<file path="src/hdl/memreq_pkg.sv">
package memreq_pkg;

  localparam int addr_width = 28;  // Word address
  localparam int id_width = 4;
  localparam int word_width = 32;
  localparam int beats_width = 8;  // Holds beat count minus one
  localparam int max_outstanding = 4;  // Read credits and framer FIFO depth

  localparam int out_width = $clog2(max_outstanding + 1);
  localparam int fifo_aw = $clog2(max_outstanding);

  // Request and response codes on the byte streams
  localparam logic [7:0] cmd_store = 8'h01;
  localparam logic [7:0] cmd_wdone = 8'h02;
  localparam logic [7:0] cmd_wfail = 8'h03;
  localparam logic [7:0] cmd_fetch = 8'h80;
  localparam logic [7:0] cmd_rdata = 8'h81;
  localparam logic [7:0] cmd_rfail = 8'h82;

  // Parser states
  localparam logic [1:0] ps_cmd = 2'd0;
  localparam logic [1:0] ps_hdr = 2'd1;
  localparam logic [1:0] ps_wait = 2'd2;
  localparam logic [1:0] ps_data = 2'd3;

  // Requester states
  localparam logic rq_idle = 1'b0;
  localparam logic rq_run = 1'b1;

  // Framer states
  localparam logic [2:0] fr_idle = 3'd0;
  localparam logic [2:0] fr_drain = 3'd1;
  localparam logic [2:0] fr_stat = 3'd2;
  localparam logic [2:0] fr_id = 3'd3;
  localparam logic [2:0] fr_data = 3'd4;

  // Header bytes 1 to 5 of a packet, raw and decoded
  typedef union packed {
    logic [4:0][7:0] bytes;  // bytes[0] is the beat count byte
    struct packed {
      logic [id_width-1:0] id;  // Top nibble of the last byte
      logic [addr_width-1:0] addr;
      logic [beats_width-1:0] beats;
    } fields;
  } mem_header_u;

endpackage

</file>
<file path="src/hdl/cmd_parser.sv">
`timescale 1ns/10ps
module cmd_parser
  import memreq_pkg::*;
(
  input  logic        bus_clock,
  input  logic        bus_reset,
  input  logic        s_valid_i,
  input  logic [7:0]  s_data_i,
  input  logic        s_last_i,
  output logic        s_ready_o,
  output logic        hdr_valid_o,
  output logic        hdr_write_o,
  output mem_header_u hdr_o,
  input  logic        hdr_ready_i,
  output logic        wb_valid_o,
  output logic [7:0]  wb_data_o,
  output logic        wb_last_o,
  input  logic        wb_ready_i
);

  logic [1:0] state_q, state_d;
  logic [4:0] ptr_q;  // One-hot over header bytes 1 to 5
  logic take_q;  // Open for command and header bytes
  logic write_q;
  mem_header_u hdr_q;
  logic s_fire;

  assign s_ready_o = (state_q == ps_data) ? wb_ready_i : take_q;
  assign s_fire = s_valid_i && s_ready_o;

  assign hdr_valid_o = (state_q == ps_wait);
  assign hdr_write_o = write_q;
  assign hdr_o = hdr_q;

  // STORE payload goes straight on to the packer
  assign wb_valid_o = (state_q == ps_data) && s_valid_i;
  assign wb_data_o = s_data_i;
  assign wb_last_o = s_last_i;

  always_comb begin
    state_d = state_q;
    case (state_q)
      ps_cmd: begin
        if (s_fire)
          state_d = ps_hdr;
      end
      ps_hdr: begin
        if (s_fire && ptr_q[4])
          state_d = ps_wait;
      end
      ps_wait: begin
        if (hdr_ready_i)
          state_d = write_q ? ps_data : ps_cmd;
      end
      default: begin
        if (s_fire && s_last_i)
          state_d = ps_cmd;
      end
    endcase
  end

  always_ff @(posedge bus_clock) begin
    if (bus_reset) begin
      state_q <= ps_cmd;
      take_q <= 1'b0;
      ptr_q <= '0;
    end else begin
      state_q <= state_d;
      take_q <= (state_d == ps_cmd) || (state_d == ps_hdr);
      if (s_fire && state_q == ps_cmd)
        ptr_q <= 5'b00001;
      else if (s_fire && state_q == ps_hdr)
        ptr_q <= {ptr_q[3:0], 1'b0};
    end
  end

  always_ff @(posedge bus_clock) begin
    if (s_fire && state_q == ps_cmd)
      write_q <= ~s_data_i[7];  // Bit 7 set means FETCH
    if (s_fire && state_q == ps_hdr) begin
      for (int i = 0; i < 5; i++) begin
        if (ptr_q[i])
          hdr_q.bytes[i] <= s_data_i;
      end
    end
  end

  // Only a FETCH may end on header byte 5
  a_no_early_last: assert property (@(posedge bus_clock) disable iff (bus_reset)
    s_fire && (state_q == ps_cmd || (state_q == ps_hdr && (!ptr_q[4] || write_q)))
    |-> !s_last_i);

endmodule

</file>
<file path="src/hdl/mem_requester.sv">
`timescale 1ns/10ps
module mem_requester
  import memreq_pkg::*;
(
  input  logic                   bus_clock,
  input  logic                   bus_reset,
  input  logic                   hdr_valid_i,
  input  logic                   hdr_write_i,
  input  mem_header_u            hdr_i,
  output logic                   hdr_ready_o,
  input  logic                   wd_valid_i,
  input  logic [word_width-1:0]  wd_data_i,
  input  logic                   wd_last_i,
  output logic                   wd_ready_o,
  output logic                   mem_req_o,
  output logic                   mem_we_o,
  output logic [addr_width-1:0]  mem_addr_o,
  output logic [word_width-1:0]  mem_wdata_o,
  input  logic                   mem_gnt_i,
  output logic                   job_valid_o,
  output logic                   job_write_o,
  output logic [id_width-1:0]    job_id_o,
  output logic [beats_width-1:0] job_beats_o,
  input  logic                   rsp_pop_i,
  input  logic                   job_done_i
);

  logic state_q;
  logic job_q;
  logic req_q;
  logic we_q;
  logic write_q;
  logic [id_width-1:0] id_q;
  logic [beats_width-1:0] beats_q;
  logic [beats_width:0] left_q;  // Beats not yet issued
  logic [addr_width-1:0] next_q;  // Address of the next beat
  logic [addr_width-1:0] addr_q;
  logic [word_width-1:0] wdata_q;
  logic [out_width-1:0] out_q;  // Read beats granted but not popped
  logic hdr_fire, slot_free, credit_ok, issue_rd, issue_wr, issue;
  logic rd_gnt;
  logic [addr_width-1:0] issue_addr;

  assign hdr_ready_o = (state_q == rq_idle);
  assign hdr_fire = hdr_valid_i && hdr_ready_o;

  assign slot_free = !req_q || mem_gnt_i;
  assign credit_ok = (out_q + req_q) < max_outstanding;  // Held request counts too

  assign wd_ready_o = (state_q == rq_run) && write_q && (left_q != '0) && slot_free;
  assign issue_wr = wd_ready_o && wd_valid_i;
  // First read beat goes out together with the header
  assign issue_rd = (hdr_fire && !hdr_write_i) ||
                    ((state_q == rq_run) && !write_q && (left_q != '0) && slot_free && credit_ok);
  assign issue = issue_wr || issue_rd;
  assign issue_addr = hdr_fire ? hdr_i.fields.addr : next_q;
  assign rd_gnt = req_q && mem_gnt_i && !we_q;

  assign mem_req_o = req_q;
  assign mem_we_o = we_q;
  assign mem_addr_o = addr_q;
  assign mem_wdata_o = wdata_q;

  assign job_valid_o = job_q;
  assign job_write_o = write_q;
  assign job_id_o = id_q;
  assign job_beats_o = beats_q;

  always_ff @(posedge bus_clock) begin
    if (bus_reset) begin
      state_q <= rq_idle;
      job_q <= 1'b0;
      req_q <= 1'b0;
      left_q <= '0;
      out_q <= '0;
    end else begin
      job_q <= hdr_fire;
      if (hdr_fire) begin
        state_q <= rq_run;
        left_q <= hdr_write_i ? {1'b0, hdr_i.fields.beats} + 1'b1 : {1'b0, hdr_i.fields.beats};
      end else if (issue) begin
        left_q <= left_q - 1'b1;
      end
      if (state_q == rq_run && job_done_i)
        state_q <= rq_idle;  // Framer has sent the whole response
      if (issue)
        req_q <= 1'b1;
      else if (mem_gnt_i)
        req_q <= 1'b0;
      if (rd_gnt && !(rsp_pop_i && !write_q))
        out_q <= out_q + 1'b1;
      else if (!rd_gnt && rsp_pop_i && !write_q)
        out_q <= out_q - 1'b1;
    end
  end

  always_ff @(posedge bus_clock) begin
    if (hdr_fire) begin
      write_q <= hdr_write_i;
      id_q <= hdr_i.fields.id;
      beats_q <= hdr_i.fields.beats;
    end
    if (issue) begin
      we_q <= issue_wr;
      addr_q <= issue_addr;
      wdata_q <= wd_data_i;
      next_q <= issue_addr + 1'b1;
    end else if (hdr_fire) begin
      next_q <= hdr_i.fields.addr;
    end
  end

  // Framer pops keep the credit count inside the FIFO depth
  a_credit_limit: assert property (@(posedge bus_clock) disable iff (bus_reset)
    out_q <= max_outstanding);

  // Packed payload length agrees with the header beat count
  a_wd_last: assert property (@(posedge bus_clock) disable iff (bus_reset)
    wd_valid_i && wd_ready_o |-> wd_last_i == (left_q == 1));

endmodule

</file>
<file path="src/hdl/memreq_top.sv">
`timescale 1ns/10ps
module memreq_top
  import memreq_pkg::*;
(
  input  logic                  bus_clock,
  input  logic                  bus_reset,
  input  logic                  s_valid_i,
  input  logic [7:0]            s_data_i,
  input  logic                  s_last_i,
  output logic                  s_ready_o,
  output logic                  m_valid_o,
  output logic [7:0]            m_data_o,
  output logic                  m_last_o,
  input  logic                  m_ready_i,
  output logic                  mem_req_o,
  output logic                  mem_we_o,
  output logic [addr_width-1:0] mem_addr_o,
  output logic [word_width-1:0] mem_wdata_o,
  input  logic                  mem_gnt_i,
  input  logic                  mem_rvalid_i,
  input  logic [word_width-1:0] mem_rdata_i,
  input  logic                  mem_err_i
);

  logic hdr_valid, hdr_write, hdr_ready;
  mem_header_u hdr;
  logic wb_valid, wb_ready, wb_last;
  logic [7:0] wb_data;
  logic wd_valid, wd_ready, wd_last;
  logic [word_width-1:0] wd_data;
  logic job_valid, job_write;  // Start of a transaction
  logic [id_width-1:0] job_id;
  logic [beats_width-1:0] job_beats;
  logic rsp_pop, job_done;

  cmd_parser u_parser (
    .bus_clock(bus_clock), .bus_reset(bus_reset),
    .s_valid_i(s_valid_i), .s_data_i(s_data_i), .s_last_i(s_last_i), .s_ready_o(s_ready_o),
    .hdr_valid_o(hdr_valid), .hdr_write_o(hdr_write), .hdr_o(hdr), .hdr_ready_i(hdr_ready),
    .wb_valid_o(wb_valid), .wb_data_o(wb_data), .wb_last_o(wb_last), .wb_ready_i(wb_ready)
  );

  word_packer u_packer (
    .bus_clock(bus_clock), .bus_reset(bus_reset),
    .wb_valid_i(wb_valid), .wb_data_i(wb_data), .wb_last_i(wb_last), .wb_ready_o(wb_ready),
    .wd_valid_o(wd_valid), .wd_data_o(wd_data), .wd_last_o(wd_last), .wd_ready_i(wd_ready)
  );

  mem_requester u_requester (
    .bus_clock(bus_clock), .bus_reset(bus_reset),
    .hdr_valid_i(hdr_valid), .hdr_write_i(hdr_write), .hdr_i(hdr), .hdr_ready_o(hdr_ready),
    .wd_valid_i(wd_valid), .wd_data_i(wd_data), .wd_last_i(wd_last), .wd_ready_o(wd_ready),
    .mem_req_o(mem_req_o), .mem_we_o(mem_we_o), .mem_addr_o(mem_addr_o),
    .mem_wdata_o(mem_wdata_o), .mem_gnt_i(mem_gnt_i),
    .job_valid_o(job_valid), .job_write_o(job_write), .job_id_o(job_id),
    .job_beats_o(job_beats),
    .rsp_pop_i(rsp_pop), .job_done_i(job_done)
  );

  resp_framer u_framer (
    .bus_clock(bus_clock), .bus_reset(bus_reset),
    .job_valid_i(job_valid), .job_write_i(job_write), .job_id_i(job_id),
    .job_beats_i(job_beats),
    .mem_rvalid_i(mem_rvalid_i), .mem_rdata_i(mem_rdata_i), .mem_err_i(mem_err_i),
    .rsp_pop_o(rsp_pop), .job_done_o(job_done),
    .m_valid_o(m_valid_o), .m_data_o(m_data_o), .m_last_o(m_last_o), .m_ready_i(m_ready_i)
  );

endmodule

</file>
<file path="src/hdl/resp_framer.sv">
`timescale 1ns/10ps
module resp_framer
  import memreq_pkg::*;
(
  input  logic                   bus_clock,
  input  logic                   bus_reset,
  input  logic                   job_valid_i,
  input  logic                   job_write_i,
  input  logic [id_width-1:0]    job_id_i,
  input  logic [beats_width-1:0] job_beats_i,
  input  logic                   mem_rvalid_i,
  input  logic [word_width-1:0]  mem_rdata_i,
  input  logic                   mem_err_i,
  output logic                   rsp_pop_o,
  output logic                   job_done_o,
  output logic                   m_valid_o,
  output logic [7:0]             m_data_o,
  output logic                   m_last_o,
  input  logic                   m_ready_i
);

  logic [2:0] state_q;
  logic [1:0] sel_q;  // Byte lane of the head word
  logic write_q;
  logic err_q;  // OR of write beat errors
  logic [id_width-1:0] id_q;
  logic [beats_width-1:0] left_q;  // Beats left after the head
  logic [word_width:0] fifo_mem [max_outstanding];  // {err, data}
  logic [fifo_aw-1:0] wr_ptr_q, rd_ptr_q;
  logic [out_width-1:0] count_q;
  logic empty, full, m_fire, last_beat, drain_pop, data_pop;
  logic head_err;
  logic [word_width-1:0] head_data;

  assign empty = (count_q == '0);
  assign full = (count_q == max_outstanding);
  assign {head_err, head_data} = fifo_mem[rd_ptr_q];
  assign last_beat = (left_q == '0);
  assign m_fire = m_valid_o && m_ready_i;

  assign drain_pop = (state_q == fr_drain) && !empty;
  assign data_pop = (state_q == fr_data) && m_fire && (sel_q == 2'd3);
  assign rsp_pop_o = drain_pop || data_pop;
  assign job_done_o = m_fire && m_last_o;

  always_comb begin
    m_valid_o = 1'b0;
    m_data_o = {{(8 - id_width){1'b0}}, id_q};
    m_last_o = 1'b0;
    case (state_q)
      fr_stat: begin
        m_valid_o = write_q || !empty;  // Read status waits for the first beat
        if (write_q)
          m_data_o = err_q ? cmd_wfail : cmd_wdone;
        else
          m_data_o = head_err ? cmd_rfail : cmd_rdata;
      end
      fr_id: begin
        m_valid_o = 1'b1;
        m_last_o = write_q;
      end
      fr_data: begin
        m_valid_o = !empty;
        m_data_o = head_data[sel_q*8 +: 8];
        m_last_o = last_beat && (sel_q == 2'd3);
      end
      default: ;
    endcase
  end

  always_ff @(posedge bus_clock) begin
    if (bus_reset) begin
      state_q <= fr_idle;
      sel_q <= '0;
      wr_ptr_q <= '0;
      rd_ptr_q <= '0;
      count_q <= '0;
    end else begin
      case (state_q)
        fr_idle: begin
          if (job_valid_i)
            state_q <= job_write_i ? fr_drain : fr_stat;
        end
        fr_drain: begin
          if (drain_pop && last_beat)
            state_q <= fr_stat;
        end
        fr_stat: begin
          if (m_fire)
            state_q <= fr_id;
        end
        fr_id: begin
          if (m_fire) begin
            state_q <= write_q ? fr_idle : fr_data;
            sel_q <= '0;
          end
        end
        fr_data: begin
          if (m_fire) begin
            sel_q <= sel_q + 2'd1;
            if (sel_q == 2'd3 && last_beat)
              state_q <= fr_idle;
          end
        end
        default: state_q <= fr_idle;
      endcase
      if (mem_rvalid_i)
        wr_ptr_q <= wr_ptr_q + 1'b1;
      if (rsp_pop_o)
        rd_ptr_q <= rd_ptr_q + 1'b1;
      if (mem_rvalid_i && !rsp_pop_o)
        count_q <= count_q + 1'b1;
      else if (!mem_rvalid_i && rsp_pop_o)
        count_q <= count_q - 1'b1;
    end
  end

  always_ff @(posedge bus_clock) begin
    if (mem_rvalid_i)
      fifo_mem[wr_ptr_q] <= {mem_err_i, mem_rdata_i};
    if (state_q == fr_idle && job_valid_i) begin
      write_q <= job_write_i;
      id_q <= job_id_i;
      left_q <= job_beats_i;
      err_q <= 1'b0;
    end else if (drain_pop) begin
      err_q <= err_q | head_err;
      left_q <= left_q - 1'b1;
    end else if (data_pop) begin
      left_q <= left_q - 1'b1;
    end
  end

  // Read credits in the requester keep the buffer from overflowing
  a_no_overflow: assert property (@(posedge bus_clock) disable iff (bus_reset)
    mem_rvalid_i |-> !full);

endmodule

</file>
<file path="src/hdl/word_packer.sv">
`timescale 1ns/10ps
module word_packer
  import memreq_pkg::*;
(
  input  logic                  bus_clock,
  input  logic                  bus_reset,
  input  logic                  wb_valid_i,
  input  logic [7:0]            wb_data_i,
  input  logic                  wb_last_i,
  output logic                  wb_ready_o,
  output logic                  wd_valid_o,
  output logic [word_width-1:0] wd_data_o,
  output logic                  wd_last_o,
  input  logic                  wd_ready_i
);

  logic [1:0] cnt_q;  // Bytes already in the word
  logic full_q;
  logic last_q;
  logic [word_width-1:0] word_q;
  logic wb_fire;

  assign wb_ready_o = !full_q;  // Stall bytes while a word waits
  assign wb_fire = wb_valid_i && wb_ready_o;

  assign wd_valid_o = full_q;
  assign wd_data_o = word_q;
  assign wd_last_o = last_q;

  always_ff @(posedge bus_clock) begin
    if (bus_reset) begin
      cnt_q <= '0;
      full_q <= 1'b0;
    end else if (wb_fire) begin
      cnt_q <= cnt_q + 2'd1;
      if (cnt_q == 2'd3)
        full_q <= 1'b1;
    end else if (full_q && wd_ready_i) begin
      full_q <= 1'b0;
    end
  end

  // First byte ends up in bits 7:0
  always_ff @(posedge bus_clock) begin
    if (wb_fire) begin
      word_q <= {wb_data_i, word_q[word_width-1:8]};
      if (cnt_q == 2'd3)
        last_q <= wb_last_i;
    end
  end

  // Host payload must be a whole number of words
  a_last_on_word: assert property (@(posedge bus_clock) disable iff (bus_reset)
    wb_fire && wb_last_i |-> cnt_q == 2'd3);

endmodule

</file>
<file path="config.mk">
export PLATFORM = sky130hd
export DESIGN_NAME = memreq_top
export DESIGN_NICKNAME = d
export VERILOG_FILES = /design/src/hdl/memreq_pkg.sv /design/src/hdl/cmd_parser.sv /design/src/hdl/mem_requester.sv /design/src/hdl/memreq_top.sv /design/src/hdl/resp_framer.sv /design/src/hdl/word_packer.sv
export SDC_FILE = /design/constraint.sdc
export NUM_CORES = 1
export LEC_CHECK = 0
export BUFFER_PORTS_ARGS = -buffer_cell sky130_fd_sc_hd__buf_4
export CAP_MARGIN = 10
export CELL_PAD_IN_SITES_DETAIL_PLACEMENT = 2
export CELL_PAD_IN_SITES_GLOBAL_PLACEMENT = 2
export CORE_MARGIN = 2
export CORE_UTILIZATION = 39
export CTS_BUF_LIST = sky130_fd_sc_hd__clkbuf_16
export DETAILED_ROUTE_END_ITERATION = 8
export GPL_ROUTABILITY_DRIVEN = 0
export HOLD_SLACK_MARGIN = 0.02
export PLACE_DENSITY_LB_ADDON = 0.3
export SLEW_MARGIN = 25
export SYNTH_ARGS = -nofsm -noshare
export SYNTH_HDL_FRONTEND = slang
export SYNTH_HIERARCHICAL = 1
export SYNTH_SLANG_ARGS = --single-unit
</file>
<file path="constraint.sdc">
create_clock -name bus_clock -period 3.29 [get_ports bus_clock]
set_input_delay 0.1645 -clock bus_clock [delete_from_list [all_inputs] [get_ports bus_clock]]
set_output_delay 0.1645 -clock bus_clock [all_outputs]
set_load 0.01 [all_outputs]
</file>
==> After elaboration in Yosys (flattened, before gate mapping) <==
Memories as Yosys holds them, arrays and structs flattened. A register that Yosys moved wholly into a read port is not among the register bits.
Cells that the tools add are included.
{ "word_totals": {"regBits": 227, "ramBits": 132, "output_inout_bits": 73, "wordCells": 192, "n_memories": 1} }
{ "op_classes": {"add_sub_neg": 13, "magnitude_cmp": 1, "eq_ne": 17, "shift": 1, "mux": 48, "n_bitwise": 3, "reduce_logical": 74} }
{ "mem_list": {"columns": ["memory", "depth", "width", "read_ports", "rd_clocked_by_memory_dff", "write_ports", "line_no", "rtl"], "rows": [
  ["u_framer.fifo_mem", 4, 33, 1, 1, 1, "resp_framer.sv:28", "logic [word_width:0] fifo_mem [max_outstanding];"]
]} }
{ "ops": {"columns": ["op", "n"], "rows": [
  ["two-way mux 28 bit", 2],
  ["logical AND 1 bit", 34],
  ["two-way mux 3 bit", 11],
  ["< comparator 32 x 3 -> 1 bit, second input constant", 1],
  ["two-way mux 8 bit", 4],
  ["indexed part select 32 x 6 -> 8 bit", 1],
  ["adder 28 x 1 -> 28 bit, second input constant", 1],
  ["two-way mux 9 bit", 3],
  ["two-way mux 2 bit", 11],
  ["one-hot mux 8 bit (2 select lines)", 1],
  ["one-hot mux 3 bit (5 select lines)", 1],
  ["nonzero test 2 bit", 7],
  ["AND reduction 2 bit", 6],
  ["two-way mux 1 bit", 11],
  ["zero test 1 bit", 10],
  ["adder 8 x 1 -> 9 bit, second input constant", 1],
  ["nonzero test 9 bit", 1],
  ["subtractor 9 x 1 -> 9 bit, second input constant", 1],
  ["adder 2 x 1 -> 2 bit, second input constant", 4],
  ["== test 2 bit, second input constant", 4],
  ["zero test 8 bit", 1],
  ["!= test 2 bit, second input constant", 4],
  ["subtractor 8 x 1 -> 8 bit, second input constant", 1],
  ["adder 3 x 1 -> 3 bit, second input constant", 2],
  ["other kinds (20)", 34]
]} }

==> Logic depth before layout (Yosys ltp) <==
{ "depth": {"word_depth": 12, "depth_mapped": 13, "depth_no_buf": 10} }

==> Modules after synthesis <==
Netlist, hierarchy kept.
{ "by_module_without_submodules": {"columns": ["mod", "n_inst", "cells_per_inst", "area_per_inst_um2", "seq_area_each_um2"], "rows": [
  ["resp_framer", 1, 359, 6643.9, 4654.5],
  ["mem_requester", 1, 400, 4819.6, 3083.0],
  ["cmd_parser", 1, 101, 1714.1, 1391.3],
  ["word_packer", 1, 49, 1146.1, 1051.0]
]} }

==> Least setup slack after synthesis <==
Ideal clock, no wire load.
{ "synth_path": {"path_kind": "reg2reg", "from": "register u_parser.state_q[1]", "to": "register u_requester.next_q[26]", "setup_ns": 0.118, "arrival_time_ns": 2.937, "required_ns": 3.172, "path_slack_ns": 0.235, "stages_incl_launch_ff": 14, "period_less_slack_ns": 3.055, "cell_sequence": "dfxtp_1 buf_2 and2b_1 nand2b_4 buf_6 inv_6 clkbuf_1 clkbuf_1 nand2_1 nand2_1 ha_1 nor2b_1 nand4b_1 xnor2_1"} }
{ "synth_via": {"word_cells_on_any_way": 8, "cone_classes": "1 x add/sub; 1 x eq/ne; 2 x mux; 4 x reduce/logical"} }
{ "synth_rtl": {"columns": ["element", "line_no", "rtl"], "rows": [
  ["start, declared", "cmd_parser.sv:21", "logic [1:0] state_q, state_d;"],
  ["start signal, assigned", "cmd_parser.sv:64", "state_q <= ps_cmd;"],
  ["start signal, assigned", "cmd_parser.sv:68", "state_q <= state_d;"],
  ["== test 2 bit", "cmd_parser.sv:31", "assign hdr_valid_o = (state_q == ps_wait);"],
  ["via hdr_valid", "memreq_top.sv:25", "logic hdr_valid, hdr_write, hdr_ready;"],
  ["logical AND 1 bit", "mem_requester.sv:45", "assign hdr_fire = hdr_valid_i && hdr_ready_o;"],
  ["via u_requester.hdr_fire", "mem_requester.sv:40", "logic hdr_fire, slot_free, credit_ok, issue_rd, issue_wr, issue;"],
  ["two-way mux 28 bit", "mem_requester.sv:56", "assign issue_addr = hdr_fire ? hdr_i.fields.addr : next_q;"],
  ["via u_requester.issue_addr[0]", "mem_requester.sv:42", "logic [addr_width-1:0] issue_addr;"],
  ["adder 28 x 1 -> 28 bit", "mem_requester.sv:107", "next_q <= issue_addr + 1'b1;"],
  ["two-way mux 28 bit", "mem_requester.sv:103", "if (issue) begin"],
  ["end signal, assigned", "mem_requester.sv:107", null],
  ["end signal, assigned", "mem_requester.sv:109", "next_q <= hdr_i.fields.addr;"],
  ["end, declared", "mem_requester.sv:36", "logic [addr_width-1:0] next_q;"]
]} }
The timed path passes the listed nets, and every way through them passes these cells.
A chain may end at the register's enable or synchronous reset.

==> flow_summary_export.csv <==
group,metric,value,unit
sta,fin_skew,0.0295,ns
sta,timing.fmax,0.320,GHz
synth,synth_nets,967,
worst_setup_path,reg2reg_path_depth,8,
pwr,swShare,0.215,
worst_setup_path,critical-path-top-delay-family,"compound AO/OA/AOI/OAI gates",
placed_design,hpwl,25.6,mm
synth,count_of_mapped_cells_out_of_synthesis,906,
pwr,combPwrFrac,0.044,
synth,post_synth_instance_area,0.0143,mm2
run_status,result_of_the_run,"completed",
sta,total_setup_violations_reported_at_the_end_of_the_flow,0,
worst_setup_path,worstPathBufferInverterCount,2,
drt,detail_route.wirelength.met1,16.6,mm
drt,route.met2.wl,21.1,mm
drt,detail_route.first_pass.iterations,4,
worst_setup_path,critical_path_arrival,2.96,ns
pwr,leakagePower,6.24,nW
floorplanning,chipHeight,195,um
clock_network,sinks_on_the_clock_net,361,
drt,top_layer_used,"met4",
floorplanning,boundaryPins,121,
pwr,netSwitchingPower,2.12,mW
sta,grt_setup_unrepaired,"false",
worst_hold_path,hold_path.class,"input pin to flip-flop",
synth,ys.warnings.count,6,
pwr,p_total,9.85,mW
floorplanning,chipWidth,195,um
worst_setup_path,crit_path_max_fanout,15,
drt,route.detailed.vias_per_inst,5.21,
grt,first_global_vias,9390,
worst_setup_path,critical_path.startpoint_type,"flip-flop",
final_layout,multi_input_comb_area,0.00379,mm2
clock_network,clk_pin_slew,0.06,ns
sta,post-route-period-util,0.949,
drt,detail_route.iter0.violations,510,
clock_network,clk-insertion-delay-late,0.55,ns
pwr,power_frac_seq,0.518,
sta,tightest_slew,0.922,ns
grt,grt_max_degree,40,
drt,dr_total_vias,8327,
grt,global_route.overflow_total,0,
run,drv.max_cap_violation_count,0,
worst_setup_path,max_stage_delay,0.57,ns
floorplanning,initial_core_util,0.393,
grt,gr-usage-all-layers,0.210,
clock_network,clock_root_buffer,"sky130_fd_sc_hd__clkbuf_16",
clock_network,numCtsBuffers,40,
worst_setup_path,worstSetupEndpointType,"output port",
sta,report.final.slew_viol_count,0,
grt,antenna_found_initial,0,
floorplanning,placement_rows,70,
clock_network,cts.repair.resized,0,
drt,finalWirelength,39.6,mm
clock_network,htree_num_levels,2,
worst_setup_path,cp_num_cells,7,
sta,period_needed,3.12,ns
worst_setup_path,crit_path_cell_trace,"buf_12 > mux4_1 > nor2b_1 > a211oi_1 > a21oi_1 > a221o_1 > buf_4",
drt,detail_route.drc_violations,0,
worst_setup_path,crit_path_max_delay_cell_type,"sky130_fd_sc_hd__dfxtp_2",
clock_network,clock_path_buffers,3,
sta,total_negative_slack,0,ns
final_layout,drive_above_1_share,0.218,
final_layout,layout.nets,1160,
final_layout,final.fill_count,3426,
drt,dr_wl_met3,1.15,mm
pwr,power_density,564,mW/mm2
final_layout,synth_to_final_area_change,22.2,%
grt,grt_first_pass_wirelength,59.7,mm
pwr,cellInternalPower,7.73,mW
synth,synthesized_area_divided_by_synthesized_cell_count,15.8,um2
floorplanning,core_area,0.0363,mm2
worst_hold_path,whs_path_depth,4,
sta,whs,0.0629,ns
drt,wl_per_cell,24.8,um
pwr,ir_drop,0.000333,V
sta,final-hold-violation-count,0,
final_layout,seq_area,0.0102,mm2
pwr,share_clk_of_total_power,0.438,
final_layout,antenna_cells,0,
worst_setup_path,path_class,"flip-flop to output port",
placed_design,port_buffers,120,
final_layout,finalNonFillerCells,1599,
floorplanning,floorplan.die_area,0.0382,mm2
sta,worst_case_headroom_to_the_max_slew_limit,0.383,
worst_setup_path,timing.critical_path.required,3.13,ns
drt,antenna_left,0,
clock_network,cts_tree,"built",
placed_design,placed_cells_incl_taps,1481,
[layout by cell type, fill, tap and decap left out, drive strengths merged, types with 13 or more instances in the layout]
master and count:
xnor2 33, buf 144, clkbuf 41, clkinv 13
nor2 48, a21oi 22, o21ai 22, edfxtp 292
mux4 40, xor2 20, inv 50, nand2 110
dlygate4sd3 44, nor3 17, dfxtp 69, mux2i 20
[path summary, 6_finish.rpt]
check | slack, ns | start | endpoint
worst max-delay path | 0.17 | flip-flop | m_data_o[0]
worst min-delay path | 0.06 | s_valid_i | u_parser/state_q[0]
worst max register to register | 0.36 | u_parser/state_q[1] | u_requester/next_q[17]
worst min register to register | 0.42 | u_packer/wd_data_o[3] | u_requester/mem_wdata_o[3]
[area by class of cell]
type / instances / area share
inverters: 33 / 0.00739
clock inverters: 33 / 0.0128
multi-input cells: 475 / 0.217
well taps: 468 / 0.0336
clock buffers: 41 / 0.0588
flip-flops and latches: 361 / 0.582
repair buffers: 188 / 0.0886
[flip-flops by register name (all words and copies together) (netlist names), 4 cells and up, named ones only]
register and flops:
u_framer/fifo_mem 132, u_requester/job_beats_o 8, u_parser/ptr_q 5, u_framer/id_q 4, u_parser/hdr_o 40, u_requester/job_id_o 4, u_requester/next_q 28, u_requester/left_q 9
u_framer/left_q 8, u_requester/mem_addr_o 28, u_packer/wd_data_o 32, u_requester/mem_wdata_o 32
[tightest hold or removal path, cell delays in order]
cell and delay (ns):
sky130_fd_sc_hd__buf_4 0.12, sky130_fd_sc_hd__nand3_1 0.09, sky130_fd_sc_hd__nor2_1 0.11, sky130_fd_sc_hd__a211oi_1 0.06
[stage by stage]
stage	setup slack (ns)	instance area, um2	util
2_1_floorplan	0.235	14300	-
3_3_place_gp	0.455	15800	0.434
3_5_place_dp	0.362	15800	0.434
4_1_cts	0.111	17400	0.480
5_1_grt	0.0930	17400	0.480
6_report	0.168	17400	0.480
[routing by layer]
metal,global-route usage,vias to the layer above
li1,-,3782
met1,0.258,4355
met2,0.387,135
met3,0.0282,55
met4,0.0563,0
met5,0,-
[power by group through the flow]
stage / logic, mW / registers, mW / clock network [mW]
2_1_floorplan: 0.210 / 5.17 / 0
3_3_place_gp: 0.359 / 5.18 / 0
3_5_place_dp: 0.389 / 5.20 / 0
4_1_cts: 0.439 / 5.10 / 4.38
5_1_grt: 0.472 / 5.11 / 4.55
6_report: 0.435 / 5.10 / 4.31
[repair_timing]
action / 4_1_cts / 5_1_grt
endpoints found under the hold margin: 185 / 0
endpoints found under the setup margin: 0 / 0
hold buffers: 44 / 0
setup buffers: 0 / 0
Note: power is estimated with default switching activity, not from simulation.
